### config.mk
export PLATFORM = sky130hd
export DESIGN_NAME = dcache_repl
export DESIGN_NICKNAME = d
export VERILOG_FILES = /design/src/hdl/dcache_pkg.sv /design/src/hdl/dcache_repl.sv
export SDC_FILE = /design/constraint.sdc
export NUM_CORES = 1
export LEC_CHECK = 0
export ABC_CLOCK_PERIOD_IN_PS = 4500
export BUFFER_PORTS_ARGS = -buffer_cell sky130_fd_sc_hd__buf_2
export CAP_MARGIN = 30
export CORE_UTILIZATION = 55
export CTS_CLUSTER_SIZE = 10
export DETAILED_ROUTE_END_ITERATION = 10
export GPL_TIMING_DRIVEN = 0
export MAX_ROUTING_LAYER = met4
export PLACE_DENSITY = 0.82
export SETUP_SLACK_MARGIN = 0.4
export SLEW_MARGIN = 20
export SYNTH_ARGS = -nofsm -noshare
export SYNTH_HDL_FRONTEND = slang
export SYNTH_SLANG_ARGS = --single-unit
### constraint.sdc
create_clock -name clk -period 4.5 [get_ports clk]
set_input_delay 0.9 -clock clk [delete_from_list [all_inputs] [get_ports clk]]
set_output_delay 0.9 -clock clk [all_outputs]
set_load 0.02 [all_outputs]
### src/hdl/dcache_pkg.sv
package dcache_pkg;

    localparam int WORD_W   = 32;
    localparam int BYTE_W   = 2;            // byte position inside a word
    localparam int OFFSET_W = 2;
    localparam int INDEX_W  = 6;
    localparam int TAG_W    = WORD_W - INDEX_W - OFFSET_W - BYTE_W;
    localparam int LINE_W   = WORD_W << OFFSET_W;
    localparam int NUM_SETS = 1 << INDEX_W;

    typedef logic [WORD_W-1:0]   word_t;
    typedef logic [LINE_W-1:0]   line_t;
    typedef logic [TAG_W-1:0]    tag_t;
    typedef logic [INDEX_W-1:0]  index_t;
    typedef logic [OFFSET_W-1:0] offset_t;

    typedef enum logic
    {
        WAY0,
        WAY1
    } way_e;

    typedef enum logic [2:0]
    {
        IDLE,
        WRITE_BACK,
        ASK_MEM,
        REFILL,
        RETURN,
        UNCACHED
    } cache_state_e;

    function automatic tag_t addr_tag(word_t addr);
        return addr[BYTE_W+OFFSET_W+INDEX_W +: TAG_W];
    endfunction

    function automatic index_t addr_index(word_t addr);
        return addr[BYTE_W+OFFSET_W +: INDEX_W];
    endfunction

    function automatic offset_t addr_offset(word_t addr);
        return addr[BYTE_W +: OFFSET_W];
    endfunction

    // first byte address of the line holding tag and index
    function automatic word_t line_base(tag_t tag, index_t index);
        return {tag, index, {(OFFSET_W+BYTE_W){1'b0}}};
    endfunction

endpackage

### src/hdl/dcache_repl.sv
module dcache_repl
    import dcache_pkg::*;
(
    input  logic   clk,
    input  logic   rst,
    input  index_t index,
    input  logic   touch,
    input  way_e   touch_way,
    input  logic   mark_dirty,
    input  logic   clean,
    output way_e   victim,
    output logic   victim_dirty
);

    way_e       lru   [NUM_SETS];   // way to evict next
    logic [1:0] dirty [NUM_SETS];   // one bit per way

    assign victim       = lru[index];
    assign victim_dirty = dirty[index][victim];

    always_ff @(posedge clk or negedge rst)
    begin
        if (!rst)
        begin
            for (int s = 0; s < NUM_SETS; s++)
            begin
                lru[s]   <= WAY0;
                dirty[s] <= 2'b00;
            end
        end
        else
        begin
            if (touch)
                lru[index] <= (touch_way == WAY0) ? WAY1 : WAY0;
            if (mark_dirty)
                dirty[index][touch_way] <= 1'b1;
            if (clean)
                dirty[index][victim] <= 1'b0;   // line is on its way out
        end
    end

    // only a dirty victim is written back, and only once
    a_clean_dirty: assert property (@(posedge clk) disable iff (!rst)
        clean |-> victim_dirty);

endmodule

# Word-level counts from Yosys, hierarchy flattened
# Index checks and enable logic that the tools add are counted.
# word_totals
mem_bits_rw	0
romBits	0
elab_cells	163
input_bits	12
regBits	192
output_inout_bits	2
latchBits	0
n_memories	0
# classes
add_sub_neg	0
bitwise	4
muxes	22
shift	0
n_div	0
n_eq_ne	0
multipliers	0
n_reduce_logical	3
n_lt_le_gt_ge	6
# op_table
cell	count
2-to-1 mux 128 bit	2
AND 128 bit	1
NOT 128 bit	1
bitwise OR 128 bit	1
bitwise mux 64 bit	1
demux 2 bit (select 6 bit)	2
binary-select mux 2 bit (select 6 bit)	1
2-to-1 mux 1 bit	8
2-to-1 mux 2 bit	4
greater-or-equal comparator 7 bit (second input constant)	1
less-than comparator 7 x 1 -> 1 bit (second input constant)	1
NOT 6 -> 7 bit	1
binary-select mux 1 bit (select 6 bit)	1
demux 1 bit (select 6 bit)	1
less-than comparator 1 x 2 -> 1 bit (second input constant)	2
logical AND 1 bit	3
demux 1 bit (select 1 bit)	2
greater-or-equal comparator 1 bit (second input constant)	2

# Longest topological paths before layout
# logic_depth
ltp_word	13
depth_mapped	12
mapped_depth_nobuf	7

# Worst setup path after synthesis
# Ideal clock, no wire load.
# synth_path
kind	input port to output port
from	input index[0]
to	output victim_dirty
setup_slack_ps	807
required_time_ps	3600
n_path_buf	2
cell_stages	8
arrival_time_ps	2793
cell_sequence	buf_6 buf_6 mux2_4 a221o_1 and3b_1 or4_1 nor4_1 mux2i_1
# synth_via
elab_chain_len	6
elab_cells_between_ends	9
classes_between	mux (8); bitwise (1)
# synth_rtl
element	line_no	rtl
from (decl)	dcache_repl.sv:6	input index_t index,
NOT 6 -> 7 bit (not written as such) (*)	dcache_repl.sv:18, dcache_repl.sv:19	
binary-select mux 2 bit (select 6 bit) / binary-select mux 1 bit (select 6 bit) (equally long branches)	dcache_repl.sv:19, dcache_repl.sv:18	
2-to-1 mux 2 bit (not written as such) / 2-to-1 mux 1 bit (equally long branches) (2 in series)	dcache_repl.sv:19, dcache_repl.sv:18	
2-to-1 mux 1 bit (not written as such) (*) (2 in series)	dcache_repl.sv:19	assign victim_dirty = dirty[index][victim];
to (decl)	dcache_repl.sv:12	output logic victim_dirty
# Mark *: on every way between the ends. The rest lies on a longest branch, timed or not. The select of a mux whose other input is x is not followed.

# Worst setup path after layout
# layout_path
from	input index[3]
to	output victim_dirty
# Same word-level chain as after synthesis.

==> run summary <==
The beginning of the worst register-to-register path is lru[62]. The average cell area after synthesis is about 9.4 sq um. The fmax came out at approximately 0.25 GHz.

The finished layout holds 1314 standard cells, fillers aside. The detailed-route wire length came out at 32.2 mm. By area, the combinational part of the netlist is dominated by compound AO/OA/AOI/OAI gates. The dominant synthesized flop cell is dfrtp_1. Ranked by total cell area, the synthesized netlist is headed by dfrtp_1 (49%), a21oi_1 (9.0%), a31oi_1 (9.0%). The first detailed-routing pass took 7 iterations.

Between clock sinks in the finished design, the worst skew comes to between 0.01 and 0.015 ns. The count of input and output buffers came out at 8. The worst ir drop on vdd came out at around 380 uV. The number of levels the H-tree was split into came out at 4.

The tightest slew margin relative to the limit came out at a little over two fifths. The TritonCTS clock tree is done. The end of the worst register-to-register path is dirty[98]. The clock sink total is ~190.

The latest clock arrival within the worst-skew pair came out at ~0.45 ns. The worst stage delay on the critical path came out at approximately 0.38 ns. The number of antenna violations at the first check in global routing came out at 0. STA classifies the critical path startpoint as an input port. The cell sitting at the root of the clock tree is a clkbuf_16. The via count of the first global-routing pass came out at 8819. The clock tree buffer depth came out at 2.

The transition at the pin with the smallest max-transition slack came out at 0.849 ns. By count the netlist is led by dfrtp_1 (192), a21oi_1 (176), a31oi_1 (140). Using the TritonRoute via totals, the vias-per-cell ratio works out to about 7. The final weighted congestion in routability-driven placement is 0.998. The area share of and/or/nand/nor cells after synthesis came out at between 10% and 20%.

The cell type of the slowest stage on the worst timing path is or3_1. The remaining routing DRC violations came out at 0. The number of library cell types mapped by synthesis is 57. The minimum period implied by the final worst setup slack came out at between 4 and 5 ns. The number of DRC violations after detailed-routing iteration 0 is roughly 1800. The hold violation total from the final report came out at 0.

In the finished design, the share of the clock period the worst path needs comes to between 90 and 100%. The share of synthesized flip-flops with an asynchronous set or reset is 100%. The post-route netlist has a little over an eighth of its cells at a drive strength greater than 1.

The post-synthesis instance total came out at between 1000 and 1500. The setup slack of the most critical reg-to-reg path came out at 1.94 ns. The CTS buffer count came out at 17.

The floorplan die height is 135 um. The worst path meets setup with 0.419 ns of slack. The net count after synthesis came out at around 1000. For the worst setup path, the data arrival time is approximately 3.2 ns. After detailed placement, the design holds a cell count of between 1000 and 1500. The worst-case setup slack after placement is 0.0950 ns. The number of synthesized flops with an enable pin is 0.

The mux contribution to synthesized area came out at roughly 5.7%. The total of endpoints with negative setup slack in the final report is 0. The data required time of the worst path is 3.60 ns. The area growth from synthesis to final layout came out at 13.3%. The cell family contributing the most delay on the critical path is buffers and inverters. The run finished with clean final reports. Dividing the detail-routed wire length by the instance count gives about 24 um.

The total leakage power is 4.55 nW. STA classifies the critical path endpoint as a primary output. In this run the worst setup path begins at index[3].

The starting density of the core is 56.3%. The setup path with the least slack is of type input port to primary output. Of the synthesized area, sequential elements account for around half.

In the post-synthesis netlist, the cell with the most instances is dfrtp_1. Cells fill between 60% and 70% of the core in the end. The share of the synthesized area in the top cell type is between 40% and 50%. The cell repeated most along the worst path is buf_6.

The number of cell instances on the worst register-to-register path came out at 8. Across the run, the number of max-cap violations was 0. The synthesized netlist devotes a little over a quarter of its cell area to compound gates. The maximum number of pins on one net before global-route repair came out at 99. The cell accounting for the most synthesized area is dfrtp_1.

The horizontal die dimension came out at roughly 140 um. The final total negative setup slack came out at 0 ns. The number of flip-flops and latches in the synthesized netlist came out at between 150 and 200. After floorplanning, the core was divided into between 40 and 50 placement rows.

For this block, the via count after detailed routing is 9388. The critical path goes through buf_2 -> clkbuf_2 -> or3_1 -> clkbuf_1 -> a21oi_1 -> a211oi_1 -> and3_1 -> inv_2 -> buf_6 -> mux2i_4 -> buf_6. The warning count from the yosys run came out at 0.

The global routing usage summed across all routing layers is 37.5%. The power per cell area is between 400 and 500 mW/mm^2. Following the worst setup path forward leads to its endpoint at victim_dirty.

The number of antenna diodes in the final layout is 0. The post-synthesis share of cell area spent on full adders, half adders and majority gates came out at 0%. The count of buffer and inverter cells on the critical path is 6.

The area of the core is between 0.015 and 0.02 sq mm. The remaining antenna violation count after routing is 0. Clock-pin slew was measured on the worst setup and hold paths at around 0.070 ns. The area of the die came out at about 0.018 sq mm. The layout net count came out at 1088. The type of the tightest min-delay check is input port to async pin.

Setup repair after global routing left no endpoint under its margin. The total global routing overflow is 0. The critical-path maximum fanout came out at 10.

The boundary pin count came out at 14. The global-route wire length before repair is approximately 49 mm. The critical path crosses 11 cells after its start point. After legalization and detailed placement, the total HPWL measured around 21 mm. The xor/xnor cell area share of the yosys netlist came out at 0%. The count of pins over their slew limit is 0.

The mapped netlist covers a little under 0.01 sq mm.
## sequential cells by signal, indices dropped and copies added (netlist names)
register  cells
dirty       128
lru          64
## placed cells by master (no fill, tap or decap), drive strengths merged, types with 18 or more instances in the layout
master,netlist,layout
nor2,139,139
a31oi,140,140
a21oi,176,176
dfrtp,192,192
a22oi,18,18
o21ai,34,34
nand2,30,30
clkbuf,68,90
o31ai,23,23
nand3b,18,18
buf,40,62
## metal layers
metal / GRT usage [%] / wire length [um] / up-vias
met5: - / 0 / -
met2: 53.2 / 14200 / 746
li1: - / - / 3958
met4: 23.3 / 1850 / 0
met1: 48.2 / 12100 / 4515
met3: 9.27 / 4040 / 169
## layout make-up
cell class / count / area, sq um
buffer: 108 / 631
sequential: 192 / 4800
clock inverter: 11 / 104
multi-input combinational: 728 / 4500
inverter: 6 / 27.5
fill: 1359 / 6270
tap: 225 / 282
clock buffer: 21 / 470
timing repair buffer: 23 / 214
## logic make-up after synthesis
| logic type | after synthesis |
|---|---|
| compound gates | 440 |
| simple gates | 251 |
| flops | 192 |
| buf+inv | 114 |
| mux | 37 |
## how the worst min path moves through the flow
stage,slack (ns),from,cells after the start,endpoint
2_1_floorplan,0.45,lru[37],2,lru[37]
3_3_place_gp,0.47,lru[35],2,lru[35]
3_5_place_dp,0.48,lru[35],2,lru[35]
4_1_cts,0.49,lru[35],2,lru[35]
5_1_grt,0.52,lru[37],2,lru[37]
6_report,0.47,rst,1,dirty[30]
## power breakdown
group | leakage (nW) | switching (mW) | internal (mW) | total [mW]
registers | 2.53 | 0.158 | 1.98 | 2.14
logic | 1.74 | 0.526 | 0.337 | 0.863
clock network | 0.280 | 0.694 | 0.811 | 1.50
total | 4.55 | 1.38 | 3.13 | 4.51
## what timing repair did
action | CTS | global route
endpoints found under the setup margin | 1 | 1
hold buffers | 0 | 0
endpoints found under the hold margin | 0 | 0
pin swaps | 0 | 10
resized for setup | 23 | 58
setup buffers | 0 | 14
## through the flow
| step | hold slack (ns) | cell area [sq um] | power, mW |
|---|---|---|---|
| finish | 0.467 | 11000 | 4.51 |
| global route | 0.518 | 11000 | 4.65 |
| CTS | 0.490 | 10700 | 4.43 |
| detailed placement | 0.478 | 10100 | 2.94 |
| global placement | 0.467 | 10100 | 2.91 |
| floorplan | 0.446 | 9740 | 2.66 |
Power figures use the tool's default switching activity.
